===== config.mk =====
export PLATFORM = sky130hd
export DESIGN_NAME = edge_sampler
export DESIGN_NICKNAME = d
export VERILOG_FILES = /design/src/rtl/align_types_pkg.sv /design/src/rtl/edge_sampler.sv
export SDC_FILE = /design/constraint.sdc
export NUM_CORES = 1
export LEC_CHECK = 0
export BUFFER_PORTS_ARGS = -buffer_cell sky130_fd_sc_hd__buf_4
export CAP_MARGIN = 15
export CORE_MARGIN = 1
export CORE_UTILIZATION = 56
export DETAILED_ROUTE_END_ITERATION = 10
export PLACE_DENSITY = 0.85
export SLEW_MARGIN = 0
export SYNTH_ARGS = -nofsm -noshare
export SYNTH_HDL_FRONTEND = slang
export SYNTH_SLANG_ARGS = --single-unit

===== constraint.sdc =====
create_clock -name clk -period 2.4 [get_ports clk]
set_clock_uncertainty 0.2 [all_clocks]
set_input_delay 0.48 -clock clk [delete_from_list [all_inputs] [get_ports clk]]
set_output_delay 0.48 -clock clk [all_outputs]
set_load 0.02 [all_outputs]

===== src/rtl/align_types_pkg.sv =====
`default_nettype none

package align_types_pkg;

	// image geometry
	localparam int pixel_w = 12;
	localparam int tbl_aw  = 8;

	// edge position or difference of two positions
	typedef logic signed [pixel_w-1:0] pixel_t;

	// pixel-to-step table index
	typedef logic [tbl_aw-1:0] tbl_addr_t;

	// largest index, used for any magnitude beyond the table
	localparam tbl_addr_t tbl_addr_max = '1;

	// edges reported by the camera front end
	typedef enum logic [1:0] {
		edge_lo = 2'd0,
		edge_ro = 2'd1,
		edge_li = 2'd2,
		edge_ri = 2'd3
	} edge_id_e;

endpackage

`default_nettype wire


===== src/rtl/edge_sampler.sv =====
`timescale 1ns/1ps
`default_nettype none

module edge_sampler
	import align_types_pkg::*;
(
	input  logic     clk,
	input  logic     resetn,
	input  logic     edge_valid,
	input  edge_id_e edge_id,
	input  pixel_t   edge_y,
	input  logic     frame_end,
	output logic     img_pulse,
	output pixel_t   lo_y,
	output pixel_t   ro_y,
	output pixel_t   li_y,
	output pixel_t   ri_y,
	output logic     outer_valid,
	output logic     inner_valid
);

	// positions of the frame in progress
	pixel_t     edge_pos [0:3];
	logic [3:0] seen;

	// a repeated report simply overwrites
	always_ff @(posedge clk) begin
		if (edge_valid)
			edge_pos[edge_id] <= edge_y;
	end

	always_ff @(posedge clk) begin
		if (!resetn) begin
			seen        <= '0;
			img_pulse   <= 1'b0;
			outer_valid <= 1'b0;
			inner_valid <= 1'b0;
		end else begin
			img_pulse <= frame_end;
			if (frame_end) begin
				outer_valid <= seen[edge_lo] & seen[edge_ro];
				inner_valid <= seen[edge_li] & seen[edge_ri];
				seen        <= '0;
			end
			// report in the frame_end cycle counts for the next frame
			if (edge_valid)
				seen[edge_id] <= 1'b1;
		end
	end

	// frame record
	always_ff @(posedge clk) begin
		if (frame_end) begin
			lo_y <= edge_pos[edge_lo];
			ro_y <= edge_pos[edge_ro];
			li_y <= edge_pos[edge_li];
			ri_y <= edge_pos[edge_ri];
		end
	end

endmodule

`default_nettype wire


==> results of run 1 <==
==> layout by cell type, fill, tap and decap left out, drive strengths merged, types with 2 or more instances in the layout <==
cell type / Yosys / final
edfxtp: 96 / 96
nand4: 2 / 2
o21a: 3 / 3
inv: 0 / 2
clkbuf: 0 / 9
nand2: 3 / 3
bufinv: 0 / 2
buf: 1 / 70
nand3b: 3 / 3
nor2b: 3 / 3
clkinv: 0 / 2
dfxtp: 7 / 7
==> metrics by stage <==
step	area, µm²	util, %	hold slack (ns)	total power [W]	setup WS (ns)
after floorplan	3170	-	0.200	0.00219	0.746
after global placement	3780	69.0	0.201	0.00230	0.602
after detailed placement	3780	69.0	0.205	0.00231	0.585
after CTS	3990	73.0	0.115	0.00343	0.779
after global routing	3990	73.0	0.110	0.00351	0.755
final	3990	73.0	0.133	0.00340	0.801
==> power breakdown <==
| part | internal, W | leakage, nW | switching, W |
|---|---|---|---|
| Clock | 0.000589 | 0.108 | 0.000549 |
| Combinational | 0.0000743 | 0.398 | 0.000115 |
| Sequential | 0.00205 | 0.968 | 0.0000233 |
| Total | 0.00272 | 1.47 | 0.000686 |
==> final cells by class <==
class / instances / share of cell area, %
multi-input combinational: 21 / 3.45
tap: 72 / 2.26
clock inverter: 7 / 2.35
sequential: 103 / 75.7
timing repair buffer: 70 / 13.2
clock buffer: 9 / 3.10
==> flip-flops by register name (all words and copies together) (netlist names) <==
signal	cells
outer_valid	1
edge_pos	48
ri_y	12
seen	4
ro_y	12
img_pulse	1
li_y	12
lo_y	12
inner_valid	1
==> logic make-up (layout without fill, tap and decap cells) <==
group | after synthesis | in the layout | synth area share [%]
AOI/OAI and AO/OA | 4 | 4 | 0.869
DFF | 103 | 103 | 95.5
and+or+nand+nor | 17 | 17 | 3.48
buffers and inverters | 1 | 86 | 0.158
==> worst max-delay path by stage <==
stage	cells after the start	endpoint	startpoint
final	1	ro_y[8]	ro_y[8]$_DFFE_PP_
after global routing	1	ro_y[8]	ro_y[8]$_DFFE_PP_
after CTS	1	ro_y[8]	ro_y[8]$_DFFE_PP_
after detailed placement	2	edge_pos[2][7]$_DFFE_PP_	edge_id[0]
after global placement	2	edge_pos[2][2]$_DFFE_PP_	edge_id[0]
after floorplan	1	edge_pos[0][0]$_DFFE_PP_	edge_id[1]
==> per-layer routing <==
| layer | part of all wire (%) | global-route usage (%) | vias up |
|---|---|---|---|
| met2 | 51 | 28.3 | 58 |
| met4 | 2.4 | 11.3 | 0 |
| met1 | 40 | 19.5 | 682 |
| li1 | - | - | 651 |
| met3 | 5.7 | 3.57 | 9 |
| met5 | 0 | 0 | - |
==> results_dict.tcl, run 1 <==
set metrics [dict create \
    grt_pass1_wl_um 6990 \
    start_util_pct 57.8 \
    final-max-slew-violation-count 0 \
    fin_cells 282 \
    post-route-drc-count 0 \
    routed_wl_um 4630 \
    cts_buffer_depth 2 \
    h-tree-depth 3 \
    fp.coreArea_um2 5470 \
    synth_most_common_cell "edfxtp_1" \
    hold_buffers 0 \
    clock.fmax_mhz 625 \
    via_per_inst 4.96 \
    routedWlPerCell_um 16.4 \
    maxSlewHeadroom_pct 57.5 \
    path_max_fanout 1 \
    critPathRequiredTime_ns 1.72 \
    gr-total-overflow 0 \
    seqCellArea_um2 3020 \
    rr_startpoint "seen[0]$_SDFF_PN0_" \
    grt_max_degree 58 \
    drive_gt1_share_pct 41.4 \
    diodes 0 \
    cap_violations 0 \
    worstPathArrival_ns 0.92 \
    grt_pass1_vias 1330 \
    peakVddDrop_uv 405 \
    setup.worst_path.class "register to output pin" \
    gp_congestion 0.712 \
    endpoint_kind "output pin" \
    clk_pin_slew_ns 0.09 \
    synth_edf_count 96 \
    syn_area_um2 3170 \
    yosysTopAreaCellShare_pct 91.1 \
    nFillCells 330 \
    dpl.cell_count 266 \
    grt_use_total_pct 16.9 \
    crit_chain "buf_4" \
    syn-num-nets 143 \
    crit_family "flip-flops" \
    ys.warnings.count 0 \
    setup_viol 0 \
    multi_input_area_um2 138 \
    io_pins 69 \
    cp-start-kind "register" \
    synth_common_cells "96 x edfxtp_1, 7 x dfxtp_1" \
    cts_made_buffers 9 \
    syn_to_final_growth_pct 26.2 \
    cts_resized 0 \
    reg2reg_depth 2 \
    critPathBufInv 1 \
    yosysSeqAreaShare_pct 95.5 \
    fin_tns_setup_ns 0 \
    synthCells 125 \
    clkSinkCount 103 \
    dr.pass1.iters 4 \
    cts_tree "built" \
    antenna_found_initial 0 \
    final_nets 223 \
    power.density_nw_per_um2 852 \
    rows 27 \
    cts_setup_buffers 0 \
    ys_ff_latch 103 \
    min_path_cells 1 \
    die_w_um 77.2 \
    rsz0062_at_grt "no" \
    die-height_um 77.2 \
    ys.flop_type "edfxtp_1" \
    hold_violations 0 \
    drtIter0Drc 106 \
    clk_latency_ns 0.34 \
    min_to "edge_pos[1][11]$_DFFE_PP_" \
    slowest_stage "edfxtp_1" \
    tightestPinTransition_ns 0.637 \
    leakagePower_nw 1.47 \
    vias 1400 \
    min-delay-start "edge_y[11]" \
    io_buffers 68 \
    yosysTopAreaCell "edfxtp_1" \
    synth_area_leaders "edfxtp_1 91%, dfxtp_1 4.4%, nand3b_1 0.71%" \
    min-delay-path-class "input pin to register" \
    syn_avg_cell_area_um2 25.3 \
    r2r_end "seen[0]$_SDFF_PN0_" \
    r2r_slack_ns 1.46 \
    fin_crit_sh_pct 66.6 \
    cp_slowest_stage_delay_ns 0.41 \
    root_buffer "clkbuf_8" \
    die_area_um2 5960 \
    antenna_left 0 \
    min_period_ns 1.60 \
    synth_cell_types 15 \
    async_flop_share_pct 0 \
    dp_hpwl_um 2940 \
    status "completed" \
]
Power figures use the tool's default switching activity.
==> inputs of run 2 (changes only) <==
--- a/config.mk
+++ b/config.mk
@@ -5,12 +5,13 @@
 export SDC_FILE = /design/constraint.sdc
 export NUM_CORES = 1
 export LEC_CHECK = 0
+export ABC_AREA = 1
 export BUFFER_PORTS_ARGS = -buffer_cell sky130_fd_sc_hd__buf_4
 export CAP_MARGIN = 15
 export CORE_MARGIN = 1
-export CORE_UTILIZATION = 56
+export CORE_UTILIZATION = 52
 export DETAILED_ROUTE_END_ITERATION = 10
-export PLACE_DENSITY = 0.85
+export PLACE_DENSITY = 0.8
 export SLEW_MARGIN = 0
 export SYNTH_ARGS = -nofsm -noshare
 export SYNTH_HDL_FRONTEND = slang
==> constraint.sdc (replaced) <==
create_clock -name clk -period 1.6 [get_ports clk]
set_clock_uncertainty 0.2 [all_clocks]
set_input_delay 0.32 -clock clk [delete_from_list [all_inputs] [get_ports clk]]
set_output_delay 0.32 -clock clk [all_outputs]
set_load 0.02 [all_outputs]
==> results_dict.tcl, run 2 <==
set metrics [dict create \
    rsz0062_at_grt "no" \
    critPathBufInv 1 \
    p_sw_w 0.000963 \
    post-route-drc-count 0 \
    syn_area_um2 3150 \
    final_nets 246 \
    cp_num_cells 1 \
    via_per_inst 4.74 \
    die_area_um2 6370 \
    die_w_um 79.8 \
    io_pins 69 \
    seqPwrFrac_pct 63.8 \
    min-delay-path-class "input pin to register" \
    cts_made_buffers 9 \
    yosysTopAreaCellShare_pct 91.5 \
    antenna_left 0 \
    cts_buffer_depth 2 \
    combPwrFrac_pct 6.6 \
    grt_max_degree 51 \
    crit_chain "buf_4" \
    async_flop_share_pct 0 \
    endpoint_kind "output pin" \
    maxSlewHeadroom_pct 82.6 \
    fin_tns_setup_ns 0 \
    root_buffer "clkbuf_8" \
    setup.worst_path.class "register to output pin" \
    yosysSeqAreaShare_pct 96.0 \
    clkSinkCount 103 \
    syn_to_final_growth_pct 31.3 \
    dpl.cell_count 277 \
    synth_common_cells "96 x edfxtp_1, 8 x inv_1, 8 x nand2_1" \
    io_buffers 68 \
    tightestPinTransition_ns 0.260 \
    largest_reg_flops 48 \
    status "completed" \
    synth_edf_count 96 \
    ys.warnings.count 0 \
    path_max_fanout 1 \
    final_common_cell "edfxtp_1" \
    clk_pin_slew_ns 0.08 \
    swShare_pct 19.7 \
    top_register "edge_pos" \
    routed_wl_um 4630 \
    crit_family "flip-flops" \
    start_util_pct 55.5 \
    synth_most_common_cell "edfxtp_1" \
    grt_pass1_vias 1375 \
    h-tree-depth 3 \
    worstPathArrival_ns 0.92 \
    pwr-share-clk_pct 29.6 \
    critPathRequiredTime_ns 1.08 \
    ys.flop_type "edfxtp_1" \
    layout_common_cells "96 x edfxtp_1, 69 x buf_4, 12 x dlygate4sd3_1, 9 x clkbuf_8" \
    die-height_um 79.8 \
    setup_viol 0 \
    synth_area_leaders "edfxtp_1 92%, dfxtp_1 4.4%, inv_1 0.95%" \
    rows 27 \
    dp_hpwl_um 3140 \
    diodes 0 \
    clk_latency_ns 0.35 \
    grt_pass1_wl_um 6840 \
    power.density_nw_per_um2 1180 \
    antenna_found_initial 0 \
    cts_setup_buffers 0 \
    cp-start-kind "register" \
    final-max-slew-violation-count 0 \
    fp.coreArea_um2 5680 \
    gp_congestion 0.687 \
    ys_ff_latch 103 \
    min_path_cells 3 \
    p_int_w 0.00393 \
    gr-total-overflow 0 \
    drive_gt1_share_pct 37.3 \
    hold_violations 0 \
    drtIter0Drc 83 \
    grt_use_total_pct 16.0 \
    min_period_ns 1.44 \
    cp_slowest_stage_delay_ns 0.39 \
    routedWlPerCell_um 15.2 \
    synthCells 132 \
    slowest_stage "edfxtp_1" \
    clock.fmax_mhz 696 \
    reg2reg_depth 0 \
    peakVddDrop_uv 708 \
    vias 1447 \
    fin_cells 305 \
    leakagePower_nw 1.56 \
    dr.pass1.iters 5 \
    fin_crit_sh_pct 89.8 \
    cts_tree "built" \
    yosysTopAreaCell "edfxtp_1" \
    synth_cell_types 10 \
    syn_avg_cell_area_um2 23.9 \
    syn-num-nets 150 \
    cap_violations 0 \
]
-- run 2: path summary, 6_finish.rpt --
path,from,endpoint,slack (ns)
hold / removal,resetn,img_pulse$_SDFF_PN0_,0.03
hold reg to reg,edge_pos[2][1]$_DFFE_PP_,li_y[1]$_DFFE_PP_,0.22
setup / recovery,ri_y[8]$_DFFE_PP_,ri_y[8],0.16
setup reg to reg,edge_pos[0][0]$_DFFE_PP_,lo_y[0]$_DFFE_PP_,0.75
-- run 2: logic make-up (layout without fill, tap and decap cells) --
| kind of cell | Yosys count | after routing | synth area share, % |
|---|---|---|---|
| AOI/OAI and AO/OA | 6 | 6 | 1.07 |
| buffers and inverters | 9 | 110 | 1.07 |
| DFF | 103 | 103 | 96.0 |
| and+or+nand+nor | 14 | 14 | 1.87 |
-- run 2: per-stage QoR --
step           cell area, µm²  setup slack [ns]  power (W)  hold slack (ns)  utilization, %
6_report                 4140             0.162    0.00489           0.0293            72.9
5_1_grt                  4140             0.126    0.00505           0.0369            72.9
4_1_cts                  4140             0.138    0.00493           0.0170            72.9
3_5_place_dp             3840             0.225    0.00349            0.205            67.6
3_3_place_gp             3840             0.248    0.00347            0.202            67.6
2_1_floorplan            3150             0.320    0.00328            0.200               -
-- run 2: power by group through the flow --
stage               clock network, W   logic, W  registers (W)
floorplan                          0  0.0000251        0.00325
global placement                   0   0.000295        0.00318
detailed placement                 0   0.000304        0.00318
CTS                          0.00148   0.000327        0.00312
global route                 0.00158   0.000345        0.00313
finish                       0.00145   0.000324        0.00312
-- run 2: repair_timing --
item	in CTS	in global routing
hold buffers	12	0
gates resized for setup	0	0
hold endpoints to repair	48	0
-- run 2: final cells by class --
cell class | count | area [µm²]
tap | 72 | 90.1
multi-input combinational | 20 | 92.6
clock buffer | 10 | 128
sequential | 103 | 3020
timing repair buffer | 85 | 718
clock inverter | 6 | 51.3
inverter | 9 | 33.8
fill | 345 | 1540
-- run 2: layer usage --
layer	up-vias	routed length (µm)	global-route usage, %
li1	695	-	-
met1	680	1760	17.6
met2	62	2450	27.8
met3	10	310	4.57
met4	0	104	8.93
met5	-	0	0
