File: src/rtl/motor_pkg.sv
`default_nettype none

package motor_pkg;

	// signed step count, also the axis position
	typedef logic signed [31:0] step_t;

	// step period in clock cycles
	typedef logic [15:0] speed_t;

	// stepper drive states
	typedef enum logic {
		drive_idle = 1'b0,
		drive_run  = 1'b1
	} drive_state_e;

endpackage

`default_nettype wire

File: src/rtl/stepper_drive.sv
`timescale 1ns/1ps
`default_nettype none

module stepper_drive
	import motor_pkg::*;
(
	input  logic   clk,
	input  logic   resetn,
	input  logic   mv_start,
	input  logic   mv_abs,
	input  speed_t mv_speed,
	input  step_t  mv_step,
	output logic   step_pulse,
	output logic   step_dir,
	output logic   motor_busy,
	output step_t  motor_pos
);

	drive_state_e state;
	step_t        target;
	step_t        next_target;
	speed_t       period;
	speed_t       tick_cnt;

	assign next_target = mv_abs ? mv_step : motor_pos + mv_step;
	assign motor_busy  = (state == drive_run);

	always_ff @(posedge clk) begin
		if (!resetn) begin
			state      <= drive_idle;
			motor_pos  <= '0;
			step_pulse <= 1'b0;
			step_dir   <= 1'b0;
			tick_cnt   <= '0;
		end else begin
			step_pulse <= 1'b0;
			case (state)
				drive_idle: begin
					if (mv_start) begin
						state    <= drive_run;
						target   <= next_target;
						step_dir <= (next_target > motor_pos);
						// zero period runs at full rate
						period   <= (mv_speed == '0) ? speed_t'(1) : mv_speed;
						tick_cnt <= '0;
					end
				end
				drive_run: begin
					if (motor_pos == target) begin
						state <= drive_idle;
					end else if (tick_cnt == period - 1'b1) begin
						tick_cnt   <= '0;
						step_pulse <= 1'b1;
						motor_pos  <= step_dir ? motor_pos + 1 : motor_pos - 1;
					end else begin
						tick_cnt <= tick_cnt + 1'b1;
					end
				end
				default: state <= drive_idle;
			endcase
		end
	end

endmodule

`default_nettype wire

File: config.mk
export PLATFORM = sky130hd
export DESIGN_NAME = stepper_drive
export DESIGN_NICKNAME = d
export VERILOG_FILES = /design/src/rtl/motor_pkg.sv /design/src/rtl/stepper_drive.sv
export SDC_FILE = /design/constraint.sdc
export NUM_CORES = 1
export LEC_CHECK = 0
export BUFFER_PORTS_ARGS = -buffer_cell sky130_fd_sc_hd__buf_2
export CORE_MARGIN = 8
export CORE_UTILIZATION = 40
export CTS_CLUSTER_SIZE = 16
export DETAILED_ROUTE_END_ITERATION = 16
export SLEW_MARGIN = 25
export SYNTH_ARGS = -nofsm -noshare
export SYNTH_HDL_FRONTEND = slang
export SYNTH_SLANG_ARGS = --single-unit
File: constraint.sdc
create_clock -name clk -period 6.6 [get_ports clk]
set_clock_uncertainty 0.05 [all_clocks]
set_input_delay 0.33 -clock clk [delete_from_list [all_inputs] [get_ports clk]]
set_output_delay 0.33 -clock clk [all_outputs]
set_load 0.005 [all_outputs]
==> results.md, run 1 <==
- The fraction of power spent switching nets is 0.291.
- The number of enable-type register cells in the synthesized netlist is 48.
- The maximum level of the CTS H-tree is 3.
- The share of async-settable or async-resettable flops after synthesis is 0.
- After layout, the design draws a total of 1460 µW.
- The worst setup path is captured at a register.
- The total of endpoints with negative setup slack in the final report is 0.
- The wire length of the first global-routing pass is 39,800 µm.
- The synthesized netlist occupies a cell area of 8960 µm².
- The ratio of routed vias to standard cells is 5.64.
- Pin placement for this block handled 87 I/O pins.
- The data arrival time of the critical path is 4.94 ns.
- Buffers added to address setup during post-CTS repair amount to 0.
- The tree is rooted in a sky130_fd_sc_hd__clkbuf_16.
- Counting every sink on the clock net gives 99.
- For this design the total switching power over the nets is 424 µW.
- The maximum clock rate is 211 MHz.
- The top cell type by total area after synthesis is sky130_fd_sc_hd__edfxtp_1.
- Counting every net in the synthesized netlist gives 1,212.
- The count of standard-cell rows is 54.
- The total grt overflow is 0.
- At the end of routability-driven placement, the weighted congestion stood at 0.862.
- In the layout the commonest cells are sky130_fd_sc_hd__ha_1 (95), sky130_fd_sc_hd__nor2_1 (89), sky130_fd_sc_hd__buf_2 (86).
- The internal power component is 1030 µW.
- The largest net degree at the start of global routing is 54.
- The worst-margin pin slew is 0.936 ns.
- The floorplan step defined a die boundary enclosing 27,500 µm².
- For this design, the CTS-stage hold fixing added 0 buffers.
- The capture point of the worst path is step_dir.
- In this run the power density over the cells is 148 nW/µm².
- The proportion of power drawn by flip-flops and latches is 0.464.
- Setup total negative slack on the finished layout was measured at 0 ns.
- In this run the remaining antenna-violating nets after routing total 0.
- Dividing the synthesized area by the synthesized cell count gives 8.43 µm².
- The die is 166 µm tall.
- The part of the power in the clock network is 0.336.
- The final max-slew violation count is 0.
- The number of distinct library cells after synthesis is 74.
- The number of global-route vias before repair is 7,442.
- The count of buffers inserted at the top-level ports is 86.
- The worst register-to-register path has a setup slack of 1.86 ns.
- The maximum clock path buffer count is 2.
- The antenna diode count is 0.
- The share of the synthesized area in the top cell type is 0.161.
- The total half-perimeter wirelength after legalization and detailed placement is 19,500 µm.
- The leakage dissipation is 0.00415 µW.
- At the end of the flow, the number of nets in the layout was 1,266.
- The number of buffers created by CTS is 9.
- The worst setup path category is reg -> reg.
- The proportion of layout cells with a drive suffix above 1 is 0.112.
- The total number of vias is 7,913.
- The worst register-to-register path ends at step_dir.
- The width of the die is 166 µm.
- The sequential share of the synthesized area is 0.275.
- At the later pin of the worst-skew pair, clock insertion delay measures 0.35 ns.
- The share of total power in combinational logic is 0.200.
- The area added between synthesis and finish is 9.87%.
- The post-cts gate resize count is 0.
- Synthesis inferred 99 register bits.
- After detailed routing, the average wire length per cell comes to 17.6 µm.
- The worst hold path class is in -> reg.
- The most common cell after layout, fill and taps aside is sky130_fd_sc_hd__ha_1.
- The share of the clock period used by the worst path is 0.718.
- The detailed-route wire length is 24,600 µm.
- Counting cells, the worst reg-to-reg path comes to 18.
- Once routing completed, OpenROAD measured the worst setup slack at 1.86 ns.
- Setup repair after global routing left no endpoint under its margin.
- Headroom to the max-slew limit came out at 0.375.
- The number of endpoints with negative hold slack in the final report is 0.
- The length of the first detailed-routing pass in iterations is 5.
- In this run the standard cell core region covers 21,900 µm².
- The flow ran to the end, and the final reports show no timing, DRC or antenna violations.
- The synthesis warning total is 0.
- The clock transition at the registers of the reported paths is 0.07 ns.
- The gate count after technology mapping is 1,063.
- The biggest fanout along the worst timing path is 8.
- At the placement stage, the worst setup path has a slack of 1.90 ns.
- STA puts the critical path data required time at 6.80 ns.
- For this run, the leading register cell type out of synthesis is sky130_fd_sc_hd__dfxtp_1.
- The smallest clock period supported by the final layout is computed as 4.74 ns.
- Yosys attributes the largest share of cell area to sky130_fd_sc_hd__edfxtp_1 (16%), sky130_fd_sc_hd__ha_1 (13%), sky130_fd_sc_hd__dfxtp_1 (11%), sky130_fd_sc_hd__xor2_1 (5.5%), sky130_fd_sc_hd__xnor2_1 (5.0%).
- Across the run, the number of max-cap violations was 0.
- The number of violations reported at the end of detailed-routing iteration 0 is 482.
- For this configuration, the core starts out at a cell density of 0.409.
- The combined global-route utilization of all metal layers is 0.174.
- In this run the critical register-to-register path is launched from motor_pos[0].
- After detailed routing, the number of remaining DRC violations is 0.
- The kind of start point of the critical path is a register.
- Across the VDD grid, the largest voltage drop is 0.000118 V.
- The TritonCTS clock tree is yes.
- The critical path starts at motor_pos[0].
- The number of antenna violations at the first check in global routing is 0.
metrics by stage:
stage | util | hold slack (ns) | area [µm²] | instances
5_1_grt | 0.450 | 0.103 | 9850 | 1402
3_3_place_gp | 0.438 | 0.463 | 9580 | 1386
6_report | 0.450 | 0.117 | 9850 | 1402
4_1_cts | 0.450 | 0.105 | 9850 | 1402
2_1_floorplan | - | 0.426 | 8960 | 1063
3_5_place_dp | 0.438 | 0.457 | 9590 | 1386
flip-flops by register name (all words and copies together), names as in the netlist:
register,cells
motor_busy,1
motor_pos,32
period,16
step_dir,1
step_pulse,1
target,32
tick_cnt,16
cells in the mapped netlist, drive strengths merged (13+ instances only):
library cell / instances
a21oi: 59
nor2b: 20
nand4: 21
ha: 95
o21bai: 13
xnor2: 51
xor2: 56
dfxtp: 51
inv: 45
nor2: 89
clkbuf: 41
nand2: 68
a21o: 44
a211oi: 22
nand3: 29
o21ai: 87
nor4: 24
nor3: 20
mux2i: 22
edfxtp: 48
worst min path at each step:
stage	end	slack [ns]	start	depth (start not counted)
finish	period[5]	0.12	mv_speed[5]	1
global route	period[5]	0.10	mv_speed[5]	1
CTS	period[5]	0.10	mv_speed[5]	1
detailed placement	tick_cnt[15]	0.46	tick_cnt[15]	2
global placement	tick_cnt[15]	0.46	tick_cnt[15]	2
floorplan	tick_cnt[15]	0.43	tick_cnt[15]	2
cell families (layout without fill, tap and decap cells):
| kind of cell | count (synthesis) | in the layout | share of synthesized area |
|---|---|---|---|
| mux | 23 | 23 | 0.0258 |
| compound gates | 300 | 300 | 0.217 |
| buf+inv | 94 | 153 | 0.0413 |
| fa+ha+maj | 97 | 97 | 0.137 |
| xor+xnor | 107 | 107 | 0.105 |
| flops | 99 | 99 | 0.275 |
| simple gates | 343 | 343 | 0.200 |
area by class of cell:
type,instances,area [µm²]
sequential,99,2460
multi-input combinational,870,6130
clock inverter,6,32.5
fill,2190,12000
clock buffer,10,229
timing repair buffer,91,468
inverter,46,173
tap,280,350
critical path: stages (launching register included):
cell and delay, ns:
sky130_fd_sc_hd__dfxtp_1 0.53, sky130_fd_sc_hd__ha_1 0.25, sky130_fd_sc_hd__inv_1 0.06, sky130_fd_sc_hd__fa_1 0.39
sky130_fd_sc_hd__nor2b_1 0.17, sky130_fd_sc_hd__o31a_1 0.21, sky130_fd_sc_hd__a211oi_1 0.14, sky130_fd_sc_hd__o21ai_0 0.37
sky130_fd_sc_hd__a21oi_1 0.14, sky130_fd_sc_hd__o21ai_0 0.55, sky130_fd_sc_hd__a311o_1 0.28, sky130_fd_sc_hd__o211ai_1 0.14
sky130_fd_sc_hd__ha_1 0.33, sky130_fd_sc_hd__nand4_1 0.08, sky130_fd_sc_hd__nor2_1 0.13, sky130_fd_sc_hd__and3_1 0.20
sky130_fd_sc_hd__a221oi_1 0.09, sky130_fd_sc_hd__or2_2 0.29, sky130_fd_sc_hd__a41o_1 0.24
routing by layer:
| metal | vias to the layer above | wire (µm) | track usage |
|---|---|---|---|
| met4 | 0 | 327 | 0.0478 |
| met1 | 3682 | 12800 | 0.255 |
| met3 | 19 | 928 | 0.0187 |
| met2 | 162 | 10600 | 0.264 |
| li1 | 4050 | - | - |
| met5 | - | 0 | 0 |
power groups by stage:
stage               clock network (µW)  registers (µW)  logic (µW)
finish                             490             676         291
global route                       524             678         328
CTS                                500             676         290
detailed placement                   0             690         288
global placement                     0             690         287
floorplan                            0             686         214
Power figures use the tool's default switching activity.
==> run 2, diff against run 1 <==
==> constraint.sdc (replaced) <==
create_clock -name clk -period 4.87 [get_ports clk]
set_clock_uncertainty 0.05 [all_clocks]
set_input_delay 0.2435 -clock clk [delete_from_list [all_inputs] [get_ports clk]]
set_output_delay 0.2435 -clock clk [all_outputs]
set_load 0.005 [all_outputs]
==> results.md, run 2 (same netlist as run 1, synthesis figures left out) <==
- Outcome: finished, final reports clean (unchanged).
- The kind of start point of the critical path was a register (unchanged).
- The number of antenna violations at the first check in global routing came to 0 (unchanged).
- The ratio of routed vias to standard cells is 5.71 (was 5.64).
- The cell at the root of the clock tree was sky130_fd_sc_hd__clkbuf_16 (unchanged).
- The length of the first detailed-routing pass in iterations came to 7 (was 5).
- The critical-path cell with the highest stage delay is sky130_fd_sc_hd__dfxtp_1 (was sky130_fd_sc_hd__o21ai_0).
- The share of the clock period used by the worst path came to 0.907 (was 0.718).
- The area enclosed by the die boundary is 27,500 µm² (unchanged).
- The routability congestion estimate from global placement is 0.889 (was 0.862).
- The number of cells on the worst reg-to-reg path is 18 (unchanged).
- The leakage dissipation was 0.00432 µW (was 0.00415 µW).
- The number of ports placed on the die boundary came to 87 (unchanged).
- The worst-margin pin slew is 0.871 ns (was 0.936 ns).
- The antenna diode count is 0 (unchanged).
- The normalized max-slew margin was 0.418 (was 0.375).
- The endpoint class of the critical path is a register (unchanged).
- The remaining routing DRC violations is 0 (unchanged).
- The TritonCTS clock tree is yes (unchanged).
- The data arrival time of the critical path was 4.61 ns (was 4.94 ns).
- The final max-slew violation count is 0 (unchanged).
- The total negative slack for setup checks is 0 ns (unchanged).
- The clock insertion delay at the later pin of the skew report came to 0.35 ns (about the same).
- The most common cell after layout, fill and taps aside was sky130_fd_sc_hd__ha_1 (unchanged).
- The kind of cell adding the most delay to the critical path is compound AO/OA/AOI/OAI gates (unchanged).
- The register-to-register setup slack is 0.45 ns (was 1.86 ns).
- The number of global-route vias before repair is 7,684 (was 7,442).
- The maximum clock rate is 226 MHz (was 211 MHz).
- The combined global-route utilization of all metal layers is 0.188 (was 0.174).
- The number of nets in the layout is 1,293 (was 1,266).
- The maximum vdd ir drop came to 0.000126 V (was 0.000118 V).
- The data required time at the worst endpoint is 5.06 ns (was 6.80 ns).
- The number of buffers inserted by hold repair at cts is 0 (unchanged).
- The worst path buffer plus inverter count is 0 (was 1).
- The detailed-route wire length is 26,600 µm (was 24,600 µm).
- The proportion of power drawn by flip-flops and latches came to 0.445 (was 0.464).
- The maximum single-stage delay on the critical path came to 0.44 ns (was 0.55 ns).
- The biggest fanout along the worst timing path is 6 (was 8).
- The setup slack of the critical path after layout is 0.455 ns (was 1.86 ns).
- The wire length of the first global-routing pass was 42,100 µm (was 39,800 µm).
- The area added between synthesis and finish is 12.5% (was 9.87%).
- The largest net degree at the start of global routing is 52 (was 54).
- The number of buffers created by CTS is 9 (unchanged).
- The post-place setup slack is 0.494 ns (was 1.90 ns).
- The shortest period the worst path allows is 4.42 ns (was 4.74 ns).
- The total half-perimeter wirelength after legalization and detailed placement is 21,100 µm (was 19,500 µm).
- The maximum clock path buffer count is 2 (unchanged).
- The depth of the critical timing path with buffers and inverters included is 18 (unchanged).
- The net switching power came to 572 µW (was 424 µW).
- The share of total power in combinational logic came to 0.194 (was 0.200).
- The total of max-cap violations is 0 (unchanged).
- The total number of vias is 8,165 (was 7,913).
- The number of endpoints with negative hold slack in the final report was 0 (unchanged).
- The worst hold path class is in -> reg (unchanged).
- The post-cts gate resize count is 0 (unchanged).
- The fraction of power spent switching nets is 0.278 (was 0.291).
- Critical Path, Cell by Cell: ha_1 > a211oi_1 > o21ai_0 > o221a_2 > a22o_1 > nor2_1 > o21bai_1 > xnor2_1 > o21ai_0 > ha_1 > a21o_1 > a21o_1 > a21oi_1 > o21ai_0 > a21o_1 > a221oi_1 > nand3_1 > a41o_1 (was ha_1 > inv_1 > fa_1 > nor2b_1 > o31a_1 > a211oi_1 > o21ai_0 > a21oi_1 > o21ai_0 > a311o_1 > o211ai_1 > ha_1 > nand4_1 > nor2_1 > and3_1 > a221oi_1 > or2_2 > a41o_1).
- The height of the chip is 166 µm (unchanged).
- The internal power component is 1490 µW (was 1030 µW).
- The count of buffers inserted at the top-level ports is 86 (unchanged).
- The total of endpoints with negative setup slack in the final report is 0 (unchanged).
- The remaining antenna violation count came to 0 (unchanged).
- Unrepaired setup endpoints after global routing: no (unchanged).
- The maximum level of the CTS H-tree was 3 (unchanged).
- The number of sinks driven by the clock tree came to 99 (unchanged).
- The placeable core region came to 21,900 µm² (unchanged).
- The number of fill cells is 2,192 (was 2,190).
- The clock transition at the registers of the reported paths is 0.07 ns (about the same).
- The effective utilization at floorplan is 0.409 (unchanged).
- The count of standard-cell rows came to 54 (unchanged).
- The part of the power in the clock network was 0.361 (was 0.336).
- The power density of the placed cells is 204 nW/µm² (was 148 nW/µm²).
- The worst setup path category is reg -> reg (unchanged).
- The number of violations reported at the end of detailed-routing iteration 0 is 527 (was 482).
- The cell depth of the worst hold path came to 1 (unchanged).
- The buffer count from post-CTS setup fixing is 0 (unchanged).
- The proportion of layout cells with a drive suffix above 1 is 0.133 (was 0.112).
- The width of the die is 166 µm (unchanged).
- The total grt overflow is 0 (unchanged).
- The average routed wire per standard cell was 18.6 µm (was 17.6 µm).
- Largest registers in the final layout: motor_pos x32, target x32 (unchanged).
- Most frequent cells in the layout: sky130_fd_sc_hd__ha_1 (95), sky130_fd_sc_hd__nor2_1 (89), sky130_fd_sc_hd__buf_2 (86) (unchanged).
==> run 2: layout make-up <==
type | instances | area, µm² | area share
Timing Repair Buffer | 118 | 671 | 0.0665
Sequential cell | 99 | 2460 | 0.244
Clock inverter | 2 | 35.0 | 0.00347
Inverter | 46 | 173 | 0.0171
Multi-Input combinational cell | 870 | 6130 | 0.608
Tap cell | 280 | 350 | 0.0347
Clock buffer | 14 | 264 | 0.0262
==> run 2: final timing paths <==
check,startpoint,endpoint
min,mv_speed[2],period[2]
max,motor_pos[6],step_dir
min reg2reg,tick_cnt[15],tick_cnt[15]
max reg2reg,motor_pos[6],step_dir
==> run 2: per-layer routing <==
layer | GRT usage | wire length, µm | vias up
li1 | - | - | 4103
met1 | 0.278 | 13400 | 3801
met2 | 0.276 | 11200 | 229
met3 | 0.0246 | 1460 | 32
met4 | 0.0568 | 557 | 0
met5 | 0 | 0 | -
==> run 2: power groups by stage <==
stage	sequential, µW	combinational [µW]	clock, µW
after floorplan	930	289	0
after global placement	935	390	0
after detailed placement	935	394	0
after CTS	916	397	762
after global routing	918	447	793
final	916	400	743
==> run 2: stage by stage <==
| stage | total power [µW] | cell area (µm²) | hold slack, ns | util | instances |
|---|---|---|---|---|---|
| after global routing | 2160 | 10100 | 0.0258 | 0.461 | 1429 |
| after detailed placement | 1330 | 9790 | 0.389 | 0.447 | 1413 |
| after global placement | 1330 | 9790 | 0.387 | 0.447 | 1413 |
| final | 2060 | 10100 | 0.0346 | 0.461 | 1429 |
| after floorplan | 1220 | 8960 | 0.360 | - | 1063 |
| after CTS | 2070 | 10100 | 0.0232 | 0.461 | 1429 |
==> run 3, diff against run 2 <==
--- a/config.mk
+++ b/config.mk
@@ -6,10 +6,14 @@
 export NUM_CORES = 1
 export LEC_CHECK = 0
 export BUFFER_PORTS_ARGS = -buffer_cell sky130_fd_sc_hd__buf_2
+export CELL_PAD_IN_SITES_DETAIL_PLACEMENT = 1
+export CELL_PAD_IN_SITES_GLOBAL_PLACEMENT = 1
 export CORE_MARGIN = 8
 export CORE_UTILIZATION = 40
 export CTS_CLUSTER_SIZE = 16
 export DETAILED_ROUTE_END_ITERATION = 16
+export PLACE_DENSITY_LB_ADDON = 0.1
+export REMOVE_ABC_BUFFERS = 1
 export SLEW_MARGIN = 25
 export SYNTH_ARGS = -nofsm -noshare
 export SYNTH_HDL_FRONTEND = slang
==> results.md, run 3 (same netlist as run 1, synthesis figures left out) <==
- Outcome: finished, final reports clean (unchanged).
- The proportion of layout cells with a drive suffix above 1 was 0.137 (was 0.133).
- The worst-margin pin slew is 0.756 ns (was 0.871 ns).
- The post-route non-filler standard cell count is 1,431 (was 1,429).
- The final max-slew violation count is 0 (unchanged).
- The clock transition at the registers of the reported paths is 0.07 ns (about the same).
- The number of endpoints with negative hold slack in the final report is 0 (unchanged).
- The area added between synthesis and finish is 12.7% (was 12.5%).
- The total of endpoints with negative setup slack in the final report is 0 (unchanged).
- The number of global-route vias before repair is 8,571 (was 7,684).
- The effective utilization at floorplan is 0.409 (unchanged).
- The number of nets in the layout is 1,295 (was 1,293).
- The setup slack of the critical path after layout is 0.340 ns (was 0.455 ns).
- The worst setup path category was reg -> reg (unchanged).
- Unrepaired setup endpoints after global routing: no (unchanged).
- The combined global-route utilization of all metal layers is 0.204 (was 0.188).
- The normalized max-slew margin is 0.495 (was 0.418).
- The share of the clock period used by the worst path is 0.930 (was 0.907).
- The routability congestion estimate from global placement is 0.825 (was 0.889).
- The leakage dissipation is 0.00433 µW (was 0.00432 µW).
- The number of placed instances, taps included came to 1,415 (was 1,413).
- Most frequent cells in the layout: sky130_fd_sc_hd__ha_1 (95), sky130_fd_sc_hd__nor2_1 (89), sky130_fd_sc_hd__buf_2 (86) (unchanged).
- The largest net degree at the start of global routing is 50 (was 52).
- The remaining antenna violation count was 0 (unchanged).
- The register-to-register setup slack was 0.34 ns (was 0.45 ns).
- The number of ports placed on the die boundary came to 87 (unchanged).
- The clock insertion delay at the later pin of the skew report came to 0.36 ns (was 0.35 ns).
- The most common cell after layout, fill and taps aside is sky130_fd_sc_hd__ha_1 (unchanged).
- The share of total power in combinational logic is 0.198 (was 0.194).
- The net switching power is 605 µW (was 572 µW).
- The capture point of the worst path is step_dir (unchanged).
- Largest registers in the final layout: motor_pos x32, target x32 (unchanged).
- The kind of start point of the critical path is a register (unchanged).
- The shortest period the worst path allows is 4.53 ns (was 4.42 ns).
- The launch point of the worst path is motor_pos[0] (was motor_pos[6]).
- The post-place setup slack is 0.377 ns (was 0.494 ns).
- The number of sinks driven by the clock tree was 99 (unchanged).
- The worst flop-to-flop path endpoint was step_dir (unchanged).
- The total negative slack for setup checks is 0 ns (unchanged).
- The proportion of power drawn by flip-flops and latches came to 0.443 (was 0.445).
- The remaining routing DRC violations is 0 (unchanged).
- The count of standard-cell rows is 54 (unchanged).
- The number of fill cells is 2,684 (was 2,192).
- The maximum level of the CTS H-tree is 3 (unchanged).
- The worst hold path class is in -> reg (unchanged).
- The number of violations reported at the end of detailed-routing iteration 0 is 411 (was 527).
- The part of the power in the clock network came to 0.359 (was 0.361).
- The ratio of routed vias to standard cells came to 5.78 (was 5.71).
- The endpoint class of the critical path was a register (unchanged).
- The cell at the root of the clock tree is sky130_fd_sc_hd__clkbuf_16 (unchanged).
- The detailed-route wire length is 28,800 µm (was 26,600 µm).
- The number of antenna violations at the first check in global routing is 1 (was 0).
- The startpoint of the worst-slack reg-to-reg timing path is motor_pos[0] (was motor_pos[6]).
- The placeable core region is 21,900 µm² (unchanged).
- The TritonCTS clock tree was yes (unchanged).
- The maximum clock rate is 221 MHz (was 226 MHz).
- The total grt overflow is 0 (unchanged).
- The total of max-cap violations came to 0 (unchanged).
- The data arrival time of the critical path is 4.72 ns (was 4.61 ns).
- The internal power component came to 1460 µW (was 1490 µW).
- The area enclosed by the die boundary is 27,500 µm² (unchanged).
- The biggest fanout along the worst timing path is 4 (was 6).
- The total half-perimeter wirelength after legalization and detailed placement came to 23,200 µm (was 21,100 µm).
- The count of buffers inserted at the top-level ports is 86 (unchanged).
- The antenna diode count is 0 (unchanged).
- The width of the die is 166 µm (unchanged).
- The wire length of the first global-routing pass is 46,300 µm (was 42,100 µm).
- The maximum clock path buffer count came to 2 (unchanged).
- The number of buffers created by CTS is 9 (unchanged).
- The number of cells on the worst reg-to-reg path is 20 (was 18).
- The height of the chip was 166 µm (unchanged).
- The fraction of power spent switching nets is 0.293 (was 0.278).
- The data required time at the worst endpoint came to 5.06 ns (about the same).
- The total number of vias was 8,267 (was 8,165).
- The power density of the placed cells came to 205 nW/µm² (was 204 nW/µm²).
- The share of the core filled with cells came to 0.461 (about the same).
- The average routed wire per standard cell came to 20.1 µm (was 18.6 µm).
- The length of the first detailed-routing pass in iterations is 5 (was 7).
- The maximum vdd ir drop was 0.000158 V (was 0.000126 V).
run 3: worst max-delay path, cell delays in order (launching register included):
cell	delay, ns
sky130_fd_sc_hd__dfxtp_1	0.32
sky130_fd_sc_hd__ha_1	0.20
sky130_fd_sc_hd__inv_1	0.07
sky130_fd_sc_hd__fa_1	0.20
sky130_fd_sc_hd__nor2b_1	0.08
sky130_fd_sc_hd__o31a_1	0.31
sky130_fd_sc_hd__a211oi_1	0.43
sky130_fd_sc_hd__o21bai_1	0.13
sky130_fd_sc_hd__a21oi_1	0.33
sky130_fd_sc_hd__o21ai_0	0.27
sky130_fd_sc_hd__xnor2_1	0.20
sky130_fd_sc_hd__o21ai_0	0.16
sky130_fd_sc_hd__ha_1	0.23
sky130_fd_sc_hd__a21o_1	0.17
sky130_fd_sc_hd__a21o_1	0.17
sky130_fd_sc_hd__a21oi_1	0.12
sky130_fd_sc_hd__o21ai_0	0.09
sky130_fd_sc_hd__a21o_1	0.16
sky130_fd_sc_hd__a221oi_1	0.35
sky130_fd_sc_hd__nand3_1	0.12
sky130_fd_sc_hd__a41o_1	0.24
run 3: power by group through the flow:
| stage | Clock (µW) | Sequential (µW) | Combinational (µW) |
|---|---|---|---|
| floorplan | 0 | 930 | 275 |
| global placement | 0 | 935 | 400 |
| detailed placement | 0 | 936 | 407 |
| CTS | 757 | 917 | 410 |
| global route | 789 | 919 | 461 |
| finish | 743 | 916 | 409 |
run 3: metrics by stage:
step | hold slack, ns | area, µm² | power [µW]
floorplan | 0.292 | 8760 | 1210
global placement | 0.389 | 9800 | 1330
detailed placement | 0.390 | 9800 | 1340
CTS | 0.0213 | 10100 | 2080
global route | 0.0197 | 10100 | 2170
finish | 0.0342 | 10100 | 2070
run 3: area by class of cell:
cell class,instances,area (µm²),area share
clock buffers,9,225,0.0223
clock inverters,7,75.1,0.00743
inverters,46,173,0.0171
multi-input cells,870,6130,0.607
flip-flops and latches,99,2460,0.244
well taps,280,350,0.0347
repair buffers,120,686,0.0679
run 3: per-layer routing:
metal / share of wire / track usage
met4: 0.016 / 0.0517
met3: 0.029 / 0.0256
met2: 0.47 / 0.339
met5: 0.00045 / 0
met1: 0.49 / 0.273
run 3: worst min path at each step:
stage | from | end | slack [ns] | depth (start not counted)
after floorplan | mv_speed[10] | period[10] | 0.29 | 0
after global placement | mv_speed[13] | period[13] | 0.39 | 1
after detailed placement | mv_speed[6] | period[6] | 0.39 | 1
after CTS | mv_speed[13] | period[13] | 0.02 | 1
after global routing | mv_speed[13] | period[13] | 0.02 | 1
final | mv_speed[13] | period[13] | 0.03 | 1
run 3: what timing repair did:
action | CTS | global route
setup endpoints to repair | 0 | 1
buffers inserted | 0 | 0
hold buffers | 0 | 0
resized for setup | 0 | 1
endpoints found under the hold margin | 0 | 0
